$ cat config.mk
export PLATFORM = sky130hd
export DESIGN_NAME = pipeline
export DESIGN_NICKNAME = d
export VERILOG_FILES = /design/src/pip_ctrl_pkg.sv /design/src/pip_isa_pkg.sv /design/src/ex.sv /design/src/idec.sv /design/src/ifetch.sv /design/src/mem.sv /design/src/pipeline.sv
export SDC_FILE = /design/constraint.sdc
export NUM_CORES = 1
export LEC_CHECK = 0
export ABC_CLOCK_PERIOD_IN_PS = 27000
export BUFFER_PORTS_ARGS = -buffer_cell sky130_fd_sc_hd__buf_2
export CAP_MARGIN = 20
export CORE_AREA = 4 4 252 254
export DETAILED_ROUTE_END_ITERATION = 7
export DIE_AREA = 0 0 256 258
export PLACE_DENSITY_LB_ADDON = 0.3
export SYNTH_ARGS = -nofsm -noshare
export SYNTH_HDL_FRONTEND = slang
export SYNTH_SLANG_ARGS = --single-unit
$ cat constraint.sdc
create_clock -name clock_i -period 27 [get_ports clock_i]
set_clock_uncertainty 0.05 [all_clocks]
set_input_delay 5.4 -clock clock_i [delete_from_list [all_inputs] [get_ports clock_i]]
set_output_delay 5.4 -clock clock_i [all_outputs]
set_load 0.005 [all_outputs]
$ cat src/pip_ctrl_pkg.sv
package pip_ctrl_pkg;

  localparam int DATA_W = 32;
  localparam int BE_W   = DATA_W / 8;

  typedef enum logic [3:0] {
    ALU_ADD,
    ALU_SUB,
    ALU_AND,
    ALU_OR,
    ALU_XOR,
    ALU_SLT,
    ALU_SLTU,
    ALU_SLL,
    ALU_SRL,
    ALU_LUI
  } alu_op_t;

  // Memory access carried down to the MEM stage
  typedef enum logic [1:0] {
    LS_NONE,
    LS_LOAD,
    LS_STORE
  } ls_op_t;

endpackage

$ cat src/pip_isa_pkg.sv
package pip_isa_pkg;

  // Primary opcode field
  typedef enum logic [5:0] {
    OPC_SPECIAL = 6'h00,
    OPC_ADDIU   = 6'h09,
    OPC_SLTI    = 6'h0a,
    OPC_ANDI    = 6'h0c,
    OPC_ORI     = 6'h0d,
    OPC_XORI    = 6'h0e,
    OPC_LUI     = 6'h0f,
    OPC_LW      = 6'h23,
    OPC_SW      = 6'h2b
  } opcode_t;

  // Function field of SPECIAL
  typedef enum logic [5:0] {
    FN_SLL  = 6'h00,
    FN_SRL  = 6'h02,
    FN_ADDU = 6'h21,
    FN_SUBU = 6'h23,
    FN_AND  = 6'h24,
    FN_OR   = 6'h25,
    FN_XOR  = 6'h26,
    FN_SLT  = 6'h2a,
    FN_SLTU = 6'h2b
  } funct_t;

  // Field positions inside the instruction word
  localparam int OPC_LSB   = 26;
  localparam int RS_LSB    = 21;
  localparam int RT_LSB    = 16;
  localparam int RD_LSB    = 11;
  localparam int SHAMT_LSB = 6;
  localparam int FUNCT_LSB = 0;
  localparam int IMM_W     = 16;

  localparam int REG_ADDR_W = 5;

  localparam logic [31:0] RESET_PC = 32'h0000_0000;
  // SLL r0, r0, 0
  localparam logic [31:0] NOP_WORD = 32'h0000_0000;

endpackage

$ cat src/ex.sv
module ex (
  input  logic                                clock_i,
  input  logic                                reset_i,
  input  logic                                stall_i,
  input  logic [pip_ctrl_pkg::DATA_W-1:0]     ex_a_i,
  input  logic [pip_ctrl_pkg::DATA_W-1:0]     ex_b_i,
  input  logic [pip_isa_pkg::REG_ADDR_W-1:0]  ex_rs_i,
  input  logic [pip_isa_pkg::REG_ADDR_W-1:0]  ex_rt_i,
  input  pip_ctrl_pkg::alu_op_t               ex_alu_op_i,
  input  logic                                ex_use_imm_i,
  input  logic [pip_ctrl_pkg::DATA_W-1:0]     ex_imm_i,
  input  logic [pip_isa_pkg::REG_ADDR_W-1:0]  ex_shamt_i,
  input  logic [pip_isa_pkg::REG_ADDR_W-1:0]  ex_dest_i,
  input  logic                                ex_dest_valid_i,
  input  pip_ctrl_pkg::ls_op_t                ls_op_i,
  output logic [pip_ctrl_pkg::DATA_W-1:0]     mem_result_o,
  output logic [pip_ctrl_pkg::DATA_W-1:0]     mem_store_data_o,
  output pip_ctrl_pkg::ls_op_t                mem_ls_op_o,
  output logic [pip_isa_pkg::REG_ADDR_W-1:0]  mem_dest_o,
  output logic                                mem_dest_valid_o,
  input  logic [pip_ctrl_pkg::DATA_W-1:0]     wb_result_i,
  input  logic [pip_isa_pkg::REG_ADDR_W-1:0]  wb_dest_i,
  input  logic                                wb_dest_valid_i
);

  logic [pip_ctrl_pkg::DATA_W-1:0] a_fwd;
  logic [pip_ctrl_pkg::DATA_W-1:0] b_fwd;
  logic [pip_ctrl_pkg::DATA_W-1:0] op_b;
  logic [pip_ctrl_pkg::DATA_W-1:0] alu_res;
  logic [pip_ctrl_pkg::DATA_W-1:0] a_hold_q;
  logic [pip_ctrl_pkg::DATA_W-1:0] b_hold_q;
  logic                            hold_q;

  // EX/MEM first, then MEM/WB, then the operand kept over a stall
  function automatic logic [pip_ctrl_pkg::DATA_W-1:0] forward(
    input logic [pip_isa_pkg::REG_ADDR_W-1:0] src,
    input logic [pip_ctrl_pkg::DATA_W-1:0]    held,
    input logic [pip_ctrl_pkg::DATA_W-1:0]    decoded
  );
    if (mem_dest_valid_o && mem_dest_o == src) begin
      return mem_result_o;
    end else if (wb_dest_valid_i && wb_dest_i == src) begin
      return wb_result_i;
    end else if (hold_q) begin
      return held;
    end
    return decoded;
  endfunction

  always_comb begin
    a_fwd = forward(ex_rs_i, a_hold_q, ex_a_i);
    b_fwd = forward(ex_rt_i, b_hold_q, ex_b_i);
  end

  assign op_b  = ex_use_imm_i ? ex_imm_i : b_fwd;

  always_comb begin
    case (ex_alu_op_i)
      pip_ctrl_pkg::ALU_ADD:  alu_res = a_fwd + op_b;
      pip_ctrl_pkg::ALU_SUB:  alu_res = a_fwd - op_b;
      pip_ctrl_pkg::ALU_AND:  alu_res = a_fwd & op_b;
      pip_ctrl_pkg::ALU_OR:   alu_res = a_fwd | op_b;
      pip_ctrl_pkg::ALU_XOR:  alu_res = a_fwd ^ op_b;
      pip_ctrl_pkg::ALU_SLT:  alu_res = {31'b0, $signed(a_fwd) < $signed(op_b)};
      pip_ctrl_pkg::ALU_SLTU: alu_res = {31'b0, a_fwd < op_b};
      pip_ctrl_pkg::ALU_SLL:  alu_res = op_b << ex_shamt_i;
      pip_ctrl_pkg::ALU_SRL:  alu_res = op_b >> ex_shamt_i;
      pip_ctrl_pkg::ALU_LUI:  alu_res = {op_b[15:0], 16'b0};
      default:                alu_res = '0;
    endcase
  end

  // MEM/WB drains during a stall, so keep the resolved operands
  always_ff @(posedge clock_i) begin
    if (reset_i) begin
      hold_q <= 1'b0;
    end else begin
      hold_q <= stall_i;
    end
  end

  always_ff @(posedge clock_i) begin
    if (stall_i) begin
      a_hold_q <= a_fwd;
      b_hold_q <= b_fwd;
    end
  end

  always_ff @(posedge clock_i) begin
    if (reset_i) begin
      mem_ls_op_o      <= pip_ctrl_pkg::LS_NONE;
      mem_dest_valid_o <= 1'b0;
    end else if (!stall_i) begin
      mem_ls_op_o      <= ls_op_i;
      mem_dest_valid_o <= ex_dest_valid_i;
    end
  end

  always_ff @(posedge clock_i) begin
    if (!stall_i) begin
      mem_result_o     <= alu_res;
      mem_store_data_o <= b_fwd;
      mem_dest_o       <= ex_dest_i;
    end
  end

endmodule

$ cat src/idec.sv
module idec (
  input  logic                                clock_i,
  input  logic                                reset_i,
  input  logic                                stall_i,
  input  logic [pip_ctrl_pkg::DATA_W-1:0]     if_inst_i,
  output logic [pip_isa_pkg::REG_ADDR_W-1:0]  rfile_rd_addr1_o,
  output logic [pip_isa_pkg::REG_ADDR_W-1:0]  rfile_rd_addr2_o,
  input  logic [pip_ctrl_pkg::DATA_W-1:0]     rfile_rd_data1_i,
  input  logic [pip_ctrl_pkg::DATA_W-1:0]     rfile_rd_data2_i,
  output logic                                hazard_o,
  output logic [pip_ctrl_pkg::DATA_W-1:0]     ex_a_o,
  output logic [pip_ctrl_pkg::DATA_W-1:0]     ex_b_o,
  output logic [pip_isa_pkg::REG_ADDR_W-1:0]  ex_rs_o,
  output logic [pip_isa_pkg::REG_ADDR_W-1:0]  ex_rt_o,
  output pip_ctrl_pkg::alu_op_t               ex_alu_op_o,
  output logic                                ex_use_imm_o,
  output logic [pip_ctrl_pkg::DATA_W-1:0]     ex_imm_o,
  output logic [pip_isa_pkg::REG_ADDR_W-1:0]  ex_shamt_o,
  output pip_ctrl_pkg::ls_op_t                ex_ls_op_o,
  output logic [pip_isa_pkg::REG_ADDR_W-1:0]  ex_dest_o,
  output logic                                ex_dest_valid_o
);

  pip_isa_pkg::opcode_t                opc;
  pip_isa_pkg::funct_t                 funct;
  logic [pip_isa_pkg::REG_ADDR_W-1:0]  rs;
  logic [pip_isa_pkg::REG_ADDR_W-1:0]  rt;
  logic [pip_isa_pkg::REG_ADDR_W-1:0]  rd;
  logic [pip_isa_pkg::IMM_W-1:0]       imm16;
  pip_ctrl_pkg::alu_op_t               alu_op;
  pip_ctrl_pkg::ls_op_t                ls_op;
  logic [pip_isa_pkg::REG_ADDR_W-1:0]  dest;
  logic [pip_ctrl_pkg::DATA_W-1:0]     imm_ext;
  logic                                use_imm;
  logic                                zero_ext;
  logic                                known;
  logic                                writes;
  logic                                uses_rs;
  logic                                uses_rt;
  logic                                dest_valid;

  assign opc   = pip_isa_pkg::opcode_t'(if_inst_i[pip_isa_pkg::OPC_LSB +: 6]);
  assign funct = pip_isa_pkg::funct_t'(if_inst_i[pip_isa_pkg::FUNCT_LSB +: 6]);
  assign rs    = if_inst_i[pip_isa_pkg::RS_LSB +: pip_isa_pkg::REG_ADDR_W];
  assign rt    = if_inst_i[pip_isa_pkg::RT_LSB +: pip_isa_pkg::REG_ADDR_W];
  assign rd    = if_inst_i[pip_isa_pkg::RD_LSB +: pip_isa_pkg::REG_ADDR_W];
  assign imm16 = if_inst_i[pip_isa_pkg::IMM_W-1:0];

  assign rfile_rd_addr1_o = rs;
  assign rfile_rd_addr2_o = rt;

  always_comb begin
    alu_op   = pip_ctrl_pkg::ALU_ADD;
    ls_op    = pip_ctrl_pkg::LS_NONE;
    dest     = rt;
    use_imm  = 1'b1;
    zero_ext = 1'b0;
    known    = 1'b1;
    writes   = 1'b1;
    uses_rs  = 1'b1;
    uses_rt  = 1'b0;
    case (opc)
      pip_isa_pkg::OPC_SPECIAL: begin
        dest    = rd;
        use_imm = 1'b0;
        uses_rt = 1'b1;
        case (funct)
          pip_isa_pkg::FN_SLL: begin
            alu_op  = pip_ctrl_pkg::ALU_SLL;
            uses_rs = 1'b0;
          end
          pip_isa_pkg::FN_SRL: begin
            alu_op  = pip_ctrl_pkg::ALU_SRL;
            uses_rs = 1'b0;
          end
          pip_isa_pkg::FN_ADDU: alu_op = pip_ctrl_pkg::ALU_ADD;
          pip_isa_pkg::FN_SUBU: alu_op = pip_ctrl_pkg::ALU_SUB;
          pip_isa_pkg::FN_AND:  alu_op = pip_ctrl_pkg::ALU_AND;
          pip_isa_pkg::FN_OR:   alu_op = pip_ctrl_pkg::ALU_OR;
          pip_isa_pkg::FN_XOR:  alu_op = pip_ctrl_pkg::ALU_XOR;
          pip_isa_pkg::FN_SLT:  alu_op = pip_ctrl_pkg::ALU_SLT;
          pip_isa_pkg::FN_SLTU: alu_op = pip_ctrl_pkg::ALU_SLTU;
          default:              known  = 1'b0;
        endcase
      end
      pip_isa_pkg::OPC_ADDIU: alu_op = pip_ctrl_pkg::ALU_ADD;
      pip_isa_pkg::OPC_SLTI:  alu_op = pip_ctrl_pkg::ALU_SLT;
      pip_isa_pkg::OPC_ANDI: begin
        alu_op   = pip_ctrl_pkg::ALU_AND;
        zero_ext = 1'b1;
      end
      pip_isa_pkg::OPC_ORI: begin
        alu_op   = pip_ctrl_pkg::ALU_OR;
        zero_ext = 1'b1;
      end
      pip_isa_pkg::OPC_XORI: begin
        alu_op   = pip_ctrl_pkg::ALU_XOR;
        zero_ext = 1'b1;
      end
      pip_isa_pkg::OPC_LUI: begin
        alu_op   = pip_ctrl_pkg::ALU_LUI;
        zero_ext = 1'b1;
        uses_rs  = 1'b0;
      end
      pip_isa_pkg::OPC_LW: ls_op = pip_ctrl_pkg::LS_LOAD;
      pip_isa_pkg::OPC_SW: begin
        ls_op   = pip_ctrl_pkg::LS_STORE;
        writes  = 1'b0;
        uses_rt = 1'b1;
      end
      default: known = 1'b0;
    endcase
  end

  assign imm_ext    = zero_ext ? {{(pip_ctrl_pkg::DATA_W-pip_isa_pkg::IMM_W){1'b0}}, imm16}
                               : {{(pip_ctrl_pkg::DATA_W-pip_isa_pkg::IMM_W){imm16[15]}}, imm16};
  assign dest_valid = known & writes & (dest != '0);

  // Load in EX whose result is needed here
  assign hazard_o = (ex_ls_op_o == pip_ctrl_pkg::LS_LOAD) & ex_dest_valid_o &
                    ((uses_rs & (rs == ex_dest_o)) | (uses_rt & (rt == ex_dest_o)));

  always_ff @(posedge clock_i) begin
    if (reset_i) begin
      ex_dest_valid_o <= 1'b0;
      ex_ls_op_o      <= pip_ctrl_pkg::LS_NONE;
    end else if (!stall_i) begin
      ex_dest_valid_o <= dest_valid & ~hazard_o;
      ex_ls_op_o      <= hazard_o ? pip_ctrl_pkg::LS_NONE : ls_op;
    end
  end

  always_ff @(posedge clock_i) begin
    if (!stall_i) begin
      ex_a_o       <= rfile_rd_data1_i;
      ex_b_o       <= rfile_rd_data2_i;
      ex_rs_o      <= rs;
      ex_rt_o      <= rt;
      ex_alu_op_o  <= alu_op;
      ex_use_imm_o <= use_imm;
      ex_imm_o     <= imm_ext;
      ex_shamt_o   <= if_inst_i[pip_isa_pkg::SHAMT_LSB +: pip_isa_pkg::REG_ADDR_W];
      ex_dest_o    <= dest;
    end
  end

endmodule

$ cat src/ifetch.sv
module ifetch (
  input  logic                            clock_i,
  input  logic                            reset_i,
  input  logic                            stall_i,
  output logic [pip_ctrl_pkg::DATA_W-1:0] icache_addr_o,
  output logic                            icache_rd_o,
  input  logic [pip_ctrl_pkg::DATA_W-1:0] icache_data_i,
  input  logic                            icache_waitrequest_i,
  output logic [pip_ctrl_pkg::DATA_W-1:0] if_inst_o
);

  logic [pip_ctrl_pkg::DATA_W-1:0] pc_q;
  logic [pip_ctrl_pkg::DATA_W-1:0] held_word_q;
  logic                            run_q;
  logic                            pending_q;
  logic                            held_valid_q;
  logic                            read_done;

  // A started read stays up until the cache accepts it, even under stall
  assign icache_rd_o   = run_q & ~held_valid_q & (~stall_i | pending_q);
  assign icache_addr_o = pc_q;
  assign read_done     = icache_rd_o & ~icache_waitrequest_i;

  always_ff @(posedge clock_i) begin
    if (reset_i) begin
      run_q        <= 1'b0;
      pending_q    <= 1'b0;
      held_valid_q <= 1'b0;
      pc_q         <= pip_isa_pkg::RESET_PC;
      if_inst_o    <= pip_isa_pkg::NOP_WORD;
    end else begin
      run_q     <= 1'b1;
      pending_q <= icache_rd_o & icache_waitrequest_i;
      if (read_done) begin
        pc_q <= pc_q + 32'd4;
      end
      if (!stall_i) begin
        held_valid_q <= 1'b0;
        if (held_valid_q) begin
          if_inst_o <= held_word_q;
        end else if (read_done) begin
          if_inst_o <= icache_data_i;
        end else begin
          if_inst_o <= pip_isa_pkg::NOP_WORD;
        end
      end else if (read_done) begin
        // Word arrived while IF/ID is held
        held_valid_q <= 1'b1;
      end
    end
  end

  always_ff @(posedge clock_i) begin
    if (read_done && stall_i) begin
      held_word_q <= icache_data_i;
    end
  end

endmodule

$ cat src/mem.sv
module mem (
  input  logic                                clock_i,
  input  logic                                reset_i,
  input  logic [pip_ctrl_pkg::DATA_W-1:0]     mem_result_i,
  input  logic [pip_ctrl_pkg::DATA_W-1:0]     mem_store_data_i,
  input  pip_ctrl_pkg::ls_op_t                mem_ls_op_i,
  input  logic [pip_isa_pkg::REG_ADDR_W-1:0]  mem_dest_i,
  input  logic                                mem_dest_valid_i,
  output logic [pip_ctrl_pkg::DATA_W-1:0]     dcache_addr_o,
  output logic                                dcache_rd_o,
  output logic                                dcache_wr_o,
  output logic [pip_ctrl_pkg::DATA_W-1:0]     dcache_wr_data_o,
  output logic [pip_ctrl_pkg::BE_W-1:0]       dcache_wr_be_o,
  input  logic [pip_ctrl_pkg::DATA_W-1:0]     dcache_data_i,
  input  logic                                dcache_waitrequest_i,
  output logic                                stall_o,
  output logic [pip_isa_pkg::REG_ADDR_W-1:0]  rfile_wr_addr1_o,
  output logic                                rfile_wr_enable1_o,
  output logic [pip_ctrl_pkg::DATA_W-1:0]     rfile_wr_data1_o
);

  assign dcache_addr_o    = mem_result_i;
  assign dcache_rd_o      = (mem_ls_op_i == pip_ctrl_pkg::LS_LOAD);
  assign dcache_wr_o      = (mem_ls_op_i == pip_ctrl_pkg::LS_STORE);
  assign dcache_wr_data_o = mem_store_data_i;
  // Word accesses only
  assign dcache_wr_be_o   = '1;

  assign stall_o = (dcache_rd_o | dcache_wr_o) & dcache_waitrequest_i;

  // MEM/WB takes a bubble while the access waits
  always_ff @(posedge clock_i) begin
    if (reset_i) begin
      rfile_wr_enable1_o <= 1'b0;
    end else begin
      rfile_wr_enable1_o <= mem_dest_valid_i & ~stall_o;
    end
  end

  always_ff @(posedge clock_i) begin
    rfile_wr_addr1_o <= mem_dest_i;
    rfile_wr_data1_o <= dcache_rd_o ? dcache_data_i : mem_result_i;
  end

endmodule

$ cat src/pipeline.sv
module pipeline (
  input  logic                                clock_i,
  input  logic                                reset_i,
  output logic [pip_ctrl_pkg::DATA_W-1:0]     icache_addr_o,
  output logic                                icache_rd_o,
  input  logic [pip_ctrl_pkg::DATA_W-1:0]     icache_data_i,
  input  logic                                icache_waitrequest_i,
  output logic [pip_isa_pkg::REG_ADDR_W-1:0]  rfile_rd_addr1_o,
  output logic [pip_isa_pkg::REG_ADDR_W-1:0]  rfile_rd_addr2_o,
  input  logic [pip_ctrl_pkg::DATA_W-1:0]     rfile_rd_data1_i,
  input  logic [pip_ctrl_pkg::DATA_W-1:0]     rfile_rd_data2_i,
  output logic [pip_ctrl_pkg::DATA_W-1:0]     dcache_addr_o,
  output logic                                dcache_rd_o,
  output logic                                dcache_wr_o,
  output logic [pip_ctrl_pkg::DATA_W-1:0]     dcache_wr_data_o,
  output logic [pip_ctrl_pkg::BE_W-1:0]       dcache_wr_be_o,
  input  logic [pip_ctrl_pkg::DATA_W-1:0]     dcache_data_i,
  input  logic                                dcache_waitrequest_i,
  output logic [pip_isa_pkg::REG_ADDR_W-1:0]  rfile_wr_addr1_o,
  output logic                                rfile_wr_enable1_o,
  output logic [pip_ctrl_pkg::DATA_W-1:0]     rfile_wr_data1_o
);

  logic stall_if;
  logic stall_id;
  logic stall_ex;
  logic mem_stall;
  logic id_stall;

  logic [pip_ctrl_pkg::DATA_W-1:0]     if_inst;
  logic [pip_ctrl_pkg::DATA_W-1:0]     id_a;
  logic [pip_ctrl_pkg::DATA_W-1:0]     id_b;
  logic [pip_ctrl_pkg::DATA_W-1:0]     id_imm;
  logic [pip_isa_pkg::REG_ADDR_W-1:0]  id_rs;
  logic [pip_isa_pkg::REG_ADDR_W-1:0]  id_rt;
  logic [pip_isa_pkg::REG_ADDR_W-1:0]  id_shamt;
  logic [pip_isa_pkg::REG_ADDR_W-1:0]  id_dest;
  logic                                id_dest_valid;
  logic                                id_use_imm;
  pip_ctrl_pkg::alu_op_t               id_alu_op;
  pip_ctrl_pkg::ls_op_t                id_ls_op;

  logic [pip_ctrl_pkg::DATA_W-1:0]     ex_result;
  logic [pip_ctrl_pkg::DATA_W-1:0]     ex_store_data;
  logic [pip_isa_pkg::REG_ADDR_W-1:0]  ex_dest;
  logic                                ex_dest_valid;
  pip_ctrl_pkg::ls_op_t                ex_ls_op;

  // Stall chain
  assign stall_ex = mem_stall;
  assign stall_id = mem_stall;
  assign stall_if = mem_stall | id_stall;

  ifetch u_ifetch (
    .clock_i              (clock_i),
    .reset_i              (reset_i),
    .stall_i              (stall_if),
    .icache_addr_o        (icache_addr_o),
    .icache_rd_o          (icache_rd_o),
    .icache_data_i        (icache_data_i),
    .icache_waitrequest_i (icache_waitrequest_i),
    .if_inst_o            (if_inst)
  );

  idec u_idec (
    .clock_i          (clock_i),
    .reset_i          (reset_i),
    .stall_i          (stall_id),
    .if_inst_i        (if_inst),
    .rfile_rd_addr1_o (rfile_rd_addr1_o),
    .rfile_rd_addr2_o (rfile_rd_addr2_o),
    .rfile_rd_data1_i (rfile_rd_data1_i),
    .rfile_rd_data2_i (rfile_rd_data2_i),
    .hazard_o         (id_stall),
    .ex_a_o           (id_a),
    .ex_b_o           (id_b),
    .ex_rs_o          (id_rs),
    .ex_rt_o          (id_rt),
    .ex_alu_op_o      (id_alu_op),
    .ex_use_imm_o     (id_use_imm),
    .ex_imm_o         (id_imm),
    .ex_shamt_o       (id_shamt),
    .ex_ls_op_o       (id_ls_op),
    .ex_dest_o        (id_dest),
    .ex_dest_valid_o  (id_dest_valid)
  );

  ex u_ex (
    .clock_i          (clock_i),
    .reset_i          (reset_i),
    .stall_i          (stall_ex),
    .ex_a_i           (id_a),
    .ex_b_i           (id_b),
    .ex_rs_i          (id_rs),
    .ex_rt_i          (id_rt),
    .ex_alu_op_i      (id_alu_op),
    .ex_use_imm_i     (id_use_imm),
    .ex_imm_i         (id_imm),
    .ex_shamt_i       (id_shamt),
    .ex_dest_i        (id_dest),
    .ex_dest_valid_i  (id_dest_valid),
    .ls_op_i          (id_ls_op),
    .mem_result_o     (ex_result),
    .mem_store_data_o (ex_store_data),
    .mem_ls_op_o      (ex_ls_op),
    .mem_dest_o       (ex_dest),
    .mem_dest_valid_o (ex_dest_valid),
    .wb_result_i      (rfile_wr_data1_o),
    .wb_dest_i        (rfile_wr_addr1_o),
    .wb_dest_valid_i  (rfile_wr_enable1_o)
  );

  mem u_mem (
    .clock_i              (clock_i),
    .reset_i              (reset_i),
    .mem_result_i         (ex_result),
    .mem_store_data_i     (ex_store_data),
    .mem_ls_op_i          (ex_ls_op),
    .mem_dest_i           (ex_dest),
    .mem_dest_valid_i     (ex_dest_valid),
    .dcache_addr_o        (dcache_addr_o),
    .dcache_rd_o          (dcache_rd_o),
    .dcache_wr_o          (dcache_wr_o),
    .dcache_wr_data_o     (dcache_wr_data_o),
    .dcache_wr_be_o       (dcache_wr_be_o),
    .dcache_data_i        (dcache_data_i),
    .dcache_waitrequest_i (dcache_waitrequest_i),
    .stall_o              (mem_stall),
    .rfile_wr_addr1_o     (rfile_wr_addr1_o),
    .rfile_wr_enable1_o   (rfile_wr_enable1_o),
    .rfile_wr_data1_o     (rfile_wr_data1_o)
  );

endmodule

==> reports/results.tsv, run 1 <==
metric	value	unit
slack of the critical path	14.60	ns
die width	256	um
layout cells sized above 1	0.198	
Worst-Skew Late Latency	0.60	ns
CP max stage delay	0.55	ns
DR WL/cell	30.6	um
Worst Setup SP	dcache_waitrequest_i	
final setup fails	0	
I/O Pins	283	
Peak supply drop	0.0511	mV
post-CTS sizing	0	
initial antenna violation count	5	
Core Region	61300	um2
Fmax	0.0806	GHz
Post-CTS Setup Inserts	0	
Synth cell types	91	
initial core utilization	0.396	
pre-CTS setup slack	14.58	ns
vias in the first global route	21900	
Final Non-Filler Cells	3610	
status	complete, no violations	
final hold violations	0	
MaxCap Viol Count	0	
HP Class	reg2reg	
root buffer cell	clkbuf_16	
CTS tree	yes	
max-slew violations	0	
Crit-path slowest cell	buf_4	
All-Layer GR Usage	0.319	
EDFF count, synth	266	
Tcrit/Tclk final	0.459	
# clock sinks	376	
Slew @ Worst Pin	1.33	ns
Setup TNS	0	ns
Detailed Route WL	111000	um
DP Cell Count	3528	
critical hold path startpoint	u_ifetch.if_inst_o[7]	
Area Growth Syn to Fin	15.1	%
vias per cell	6.33	
HPWL Detailed	83400	um
register area share after synthesis	0.420	
grt ovf	0	
largest net degree at the start of global routing	83	
Pre-Repair DR Iteration Count	6	
final antenna-violating net count	0	
H-Tree Level Count	2	
clock transition at the registers of the reported paths	0.06	ns
fin crit period	12.40	ns
Clock Path Buffers	3	
synthesized instance count	2564	
Die ar.	66000	um2
CP max FO	71	
yosys warns	0	
post-synth top area cell	edfxtp_1	
Layout Nets	3017	
leakage power	11.3	nW
Slew HR	0.113	
CTS Hold Bufs	0	
CP Launch Type	input port	
initial DRC count	2600	
Mapped Avg Cell Area	9.47	um2
main area contributors after synthesis	edfxtp_1 33%, dfxtp_1 9.1%, ha_1 5.2%	
critical path required time	21.55	ns
die height	258	um
first-pass GRT wire length	157000	um
Vias	22800	
Async SR Flop Fraction	0	
Pwr Density	68.6	nW/um2
crit-path cells	buf_2 -> nand2b_4 -> inv_2 -> a31oi_4 -> buf_4 -> nor2_1 -> nor2_1 -> buf_2	
post-synthesis register bit count	376	
port bufs	276	
CP arrival	6.95	ns
FF-to-FF Start	u_idec.ex_rt_o[1]	
cell area after synthesis	24300	um2
CP Capture Type	primary output	
Num CTS Buffers	41	
Synth Flop Type	edfxtp_1	
residual DRC count	0	
WS Path Type	in2out	
gpl congestion	1.05	
Synth top area share	0.329	
Cell Rows	91	
RSZ-0062 raised after global routing	no	
==> cells in the mapped netlist (46+ instances only) <==
cell type	count
a211oi_1	55
a21oi_1	119
a221oi_1	66
a22oi_1	50
clkbuf_1	138
dfxtp_1	110
edfxtp_1	266
ha_1	100
inv_1	115
mux2_2	78
mux2i_1	82
nand2_1	186
nand3_1	75
nor2_1	236
nor2b_1	46
nor3_1	80
o21ai_0	135
==> cell usage in the layout, fill, tap and decap left out, types with 12 or more instances in the layout <==
cell type  synthesis  layout
buf_2             18     278
edfxtp_1         266     266
nor2_1           236     234
nand2_1          186     186
o21ai_0          135     134
a21oi_1          119     119
inv_1            115     115
dfxtp_1          110     109
ha_1             100      99
buf_4             18      90
mux2i_1           82      82
mux2_2            78      78
nor3_1            80      76
nand3_1           75      73
a221oi_1          66      66
a211oi_1          55      55
a22oi_1           50      50
nor2b_1           46      45
clkbuf_16          0      41
xor2_1            37      37
o31ai_1           34      34
o22ai_1           34      34
o221ai_1          29      29
o211ai_1          29      29
xnor2_1           27      27
nand2b_1          28      27
or3_1             20      20
a31oi_1           20      20
nor4_1            21      20
nand4_1           20      20
a21o_1            19      19
o21a_1            15      15
a221o_1           15      15
o311ai_0          14      14
and2_1            12      12
and3_1            13      12
==> final timing paths <==
check | to | slack (ns) | cells after the start
hold reg to reg | u_idec.ex_shamt_o[1] | 0.38 | 0
hold / removal | u_idec.ex_shamt_o[1] | 0.38 | 0
setup reg to reg | u_ex.mem_result_o[28] | 19.30 | 20
setup / recovery | icache_rd_o | 14.60 | 8
==> metal layers <==
metal  vias up  GRT usage  wire [um]
met5         -          0          0
met4         0      0.182       7250
met3       257     0.0614       9750
met2      1362      0.514      50600
li1      10100          -          -
met1     11100      0.403      43000
==> critical path, delay by kind of cell <==
family	cells	cell delay, ns
buffers and inverters	4	0.88
and+or+nand+nor	3	0.49
AOI/OAI and AO/OA	1	0.14
==> layout make-up <==
| class | instances | area (um2) |
|---|---|---|
| diodes | 4 | 10.0 |
| clock buffers | 52 | 1090 |
| clock inverters | 24 | 272 |
| fillers | 5864 | 33300 |
| inverters | 119 | 447 |
| multi-input cells | 1877 | 12900 |
| flip-flops and latches | 376 | 10200 |
| well taps | 790 | 988 |
| repair buffers | 368 | 2070 |
==> cell families (layout without fill, tap and decap cells) <==
| kind of cell | after synthesis | count (layout) | share of synthesized area |
|---|---|---|---|
| fa+ha+maj | 102 | 102 | 0.0532 |
| xor+xnor | 64 | 64 | 0.0231 |
| mux | 167 | 167 | 0.0758 |
| other cells | 2 | 10 | 0.000309 |
| buf+inv | 315 | 563 | 0.0530 |
| simple gates | 775 | 775 | 0.152 |
| compound gates | 763 | 763 | 0.223 |
| flops | 376 | 376 | 0.420 |
==> flip-flops by register name, indices dropped and copies added (netlist names), 2 cells and up <==
| register | cells |
|---|---|
| u_ex.mem_store_data_o | 32 |
| u_ex.mem_result_o | 32 |
| u_ex.a_hold_q | 32 |
| u_idec.ex_shamt_o | 4 |
| u_ex.b_hold_q | 32 |
| u_ifetch.icache_addr_o | 30 |
| u_mem.rfile_wr_data1_o | 32 |
| u_idec.ex_ls_op_o | 2 |
| u_idec.ex_imm_o | 13 |
| u_mem.rfile_wr_addr1_o | 5 |
| u_ex.mem_ls_op_o | 2 |
| u_idec.ex_alu_op_o | 4 |
| u_idec.ex_dest_o | 5 |
| u_ifetch.if_inst_o | 32 |
| u_ex.mem_dest_o | 5 |
| u_idec.ex_a_o | 32 |
| u_idec.ex_rs_o | 5 |
| u_idec.ex_rt_o | 5 |
| u_ifetch.held_word_q | 32 |
| u_idec.ex_b_o | 32 |
==> where the power goes <==
group / switching [mW] / internal, mW / leakage, nW
Sequential: 0.0829 / 0.681 / 3.64
Combinational: 0.389 / 0.204 / 7.01
Clock: 0.241 / 0.319 / 0.661
==> per-stage QoR <==
step	power, mW	util	hold WS, ns	area (um2)
detailed placement	1.35	0.434	0.375	26600
global route	1.98	0.456	0.402	27900
finish	1.92	0.456	0.384	27900
floorplan	1.05	-	0.356	24300
CTS	1.91	0.456	0.389	27900
global placement	1.34	0.433	0.375	26500
Note: power is estimated with default switching activity, not from simulation.
==> run 2: changes to the inputs <==
ABC_AREA = 1   (was default)
ABC_CLOCK_PERIOD_IN_PS = 10900   (was 27000)
CORE_AREA = 4 4 257 259   (was 4 4 252 254)
DIE_AREA = 0 0 261 263   (was 0 0 256 258)
clock period = 10.9 ns   (was 27 ns; I/O delays follow)
==> run 2 against run 1 <==
Effect of this change: register-to-register slack worse by 15 ns; worst hold slack got worse by 0.022 ns; routed wire length is 5.4% lower; critical endpoint is now u_ex.mem_result_o[11]; sequential share of layout area is 0.66 points lower; via count up 11%; critical path type is now reg2reg; count of clock-buffer cells in the layout rose by 15; flip-flop and latch count is the same.
==> reports/results.tsv, run 2 <==
metric	value	unit	change
Cell Rows	93		+2.2%
CP max FO	34		-52%
post-synth top area cell	edfxtp_1		
fin crit period	6.25	ns	
register area share after synthesis	0.404		-0.0157
DRT met1 WL	41700	um	-3.0%
post-layout util	0.445		-0.0109
Slew HR	0.172		+0.0588
Worst-Skew Late Latency	0.61	ns	about the same
critical path required time	11.12	ns	-10.43 ns
Vias	25400		+11%
top sig layer	met5		
most frequent cell after synthesis	nand2_1		
Synth top area share	0.317		-0.0123
initial antenna violation count	2		-3
EDFF count, synth	266		unchanged
grt ovf	0		unchanged
max-slew violations	0		unchanged
yosys warns	0		unchanged
Async SR Flop Fraction	0		unchanged
RSZ-0062 raised after global routing	no		
HP Class	reg2reg		
final antenna-violating net count	0		unchanged
initial core utilization	0.395		-0.00151
slack of the critical path	4.65	ns	-9.95 ns
Area Growth Syn to Fin	12.7	%	
I/O Pins	283		unchanged
WS Path Type	reg2reg		
Pre-Repair DR Iteration Count	8		+2
initial DRC count	3195		+23%
CP max stage delay	0.64	ns	+0.09 ns
CTS Hold Bufs	0		unchanged
met3 WL post-DR	11400	um	+17%
Peak supply drop	0.116	mV	+130%
Hold Slack	0.362	ns	-0.0221 ns
HPWL Detailed	80800	um	-3.2%
CTS tree	yes		
Slew @ Worst Pin	1.23	ns	-0.104 ns
first-pass GRT wire length	151000	um	-3.9%
die height	263	um	+1.9%
most frequent cells in the layout	788 x nand2_1, 495 x nand3_1, 339 x inv_1		
pre-CTS setup slack	4.74	ns	-9.84 ns
Core Region	63900	um2	+4.3%
Setup TNS	0	ns	unchanged
most common cell after layout, fill and taps aside	nand2_1		
largest net degree at the start of global routing	105		+27%
clock transition at the registers of the reported paths	0.06	ns	about the same
# clock sinks	376		unchanged
DR WL/cell	23.7	um	-23%
die width	261	um	+2.0%
CP arrival	6.46	ns	-0.49 ns
post-synthesis register bit count	376		unchanged
final setup fails	0		unchanged
most used cell along the critical path	inv_1		
gpl congestion	1.10		+4.9%
top cells by count, synth	788 x nand2_1, 496 x nand3_1, 341 x inv_1		
WL met2	43900	um	-13%
final hold violations	0		unchanged
layout cells sized above 1	0.144		-0.0542
H-Tree Level Count	2		unchanged
synthesized instance count	3337		+30%
vias per cell	5.76		-9.0%
Synth cell types	69		-24%
n_diodes	0		-4
MaxCap Viol Count	0		unchanged
Pwr Density	171	nW/um2	+150%
Num CTS Buffers	45		+9.8%
residual DRC count	0		unchanged
All-Layer GR Usage	0.290		-0.0290
main area contributors after synthesis	edfxtp_1 32%, nand2_1 12%, nand3_1 9.8%		
vias in the first global route	23200		+6.0%
Fmax	0.160	GHz	
CP Capture Type	register		
post-CTS sizing	0		unchanged
Detailed Route WL	105000	um	-5.4%
Layout Nets	3747		+24%
port bufs	276		unchanged
CP Launch Type	register		
Synth Flop Type	edfxtp_1		
total chip power	4.86	mW	+150%
Mapped Avg Cell Area	7.56	um2	-20%
cell area after synthesis	25200	um2	+3.9%
root buffer cell	clkbuf_16		
Clock Path Buffers	3		unchanged
leakage power	12.5	nW	+11%
status	complete, no violations		
Post-CTS Setup Inserts	0		unchanged
Die ar.	68600	um2	+3.9%
Tcrit/Tclk final	0.573		
Crit-path slowest cell	nand3_2		
## run 2: worst max-delay path: cells and delay by family, from the launching register on
kind            cells  cell delay (ns)
compound gates     10             2.35
flops               1             0.41
buf+inv             8             1.55
simple gates        8             1.23
fa+ha+maj           1             0.32
## run 2: final cells by class
class | count | area, um2
Clock buffer | 67 | 1240
Clock inverter | 17 | 166
Fill cell | 6626 | 35400
Inverter | 368 | 1390
Multi-Input combinational cell | 2412 | 12800
Sequential cell | 376 | 10200
Tap cell | 855 | 1070
Timing Repair Buffer | 310 | 1630
## run 2: final timing paths
check,from,endpoint,slack [ns],depth (start not counted)
max reg2reg,u_idec.ex_rs_o[3],u_ex.mem_result_o[11],4.65,27
max,u_idec.ex_rs_o[3],u_ex.mem_result_o[11],4.65,27
min reg2reg,u_ex.mem_dest_o[0],u_mem.rfile_wr_addr1_o[0],0.36,0
min,u_ex.mem_dest_o[0],u_mem.rfile_wr_addr1_o[0],0.36,0
## run 2: layer usage
layer | GRT usage | vias up
li1 | - | 11700
met1 | 0.393 | 11800
met2 | 0.429 | 1593
met3 | 0.0595 | 286
met4 | 0.168 | 4
met5 | 0 | -
## run 2: through the flow
step / cell area [um2] / instances
global route: 28400 / 4405
global placement: 27000 / 4320
finish: 28400 / 4405
CTS: 28400 / 4405
floorplan: 25200 / 3341
detailed placement: 27000 / 4321
## run 2: cells by family after synthesis
logic type	share of synthesized area
and+or+nand+nor	0.313
AOI/OAI and AO/OA	0.128
buffers and inverters	0.0922
DFF	0.404
adders and majority gates	0.0512
xor gates and xnor gates	0.0101
muxes	0.00179
other	0.000298
## run 2: power breakdown
part	internal, mW	switching [mW]
sequential	1.69	0.278
clock	0.801	0.634
combinational	0.439	1.02
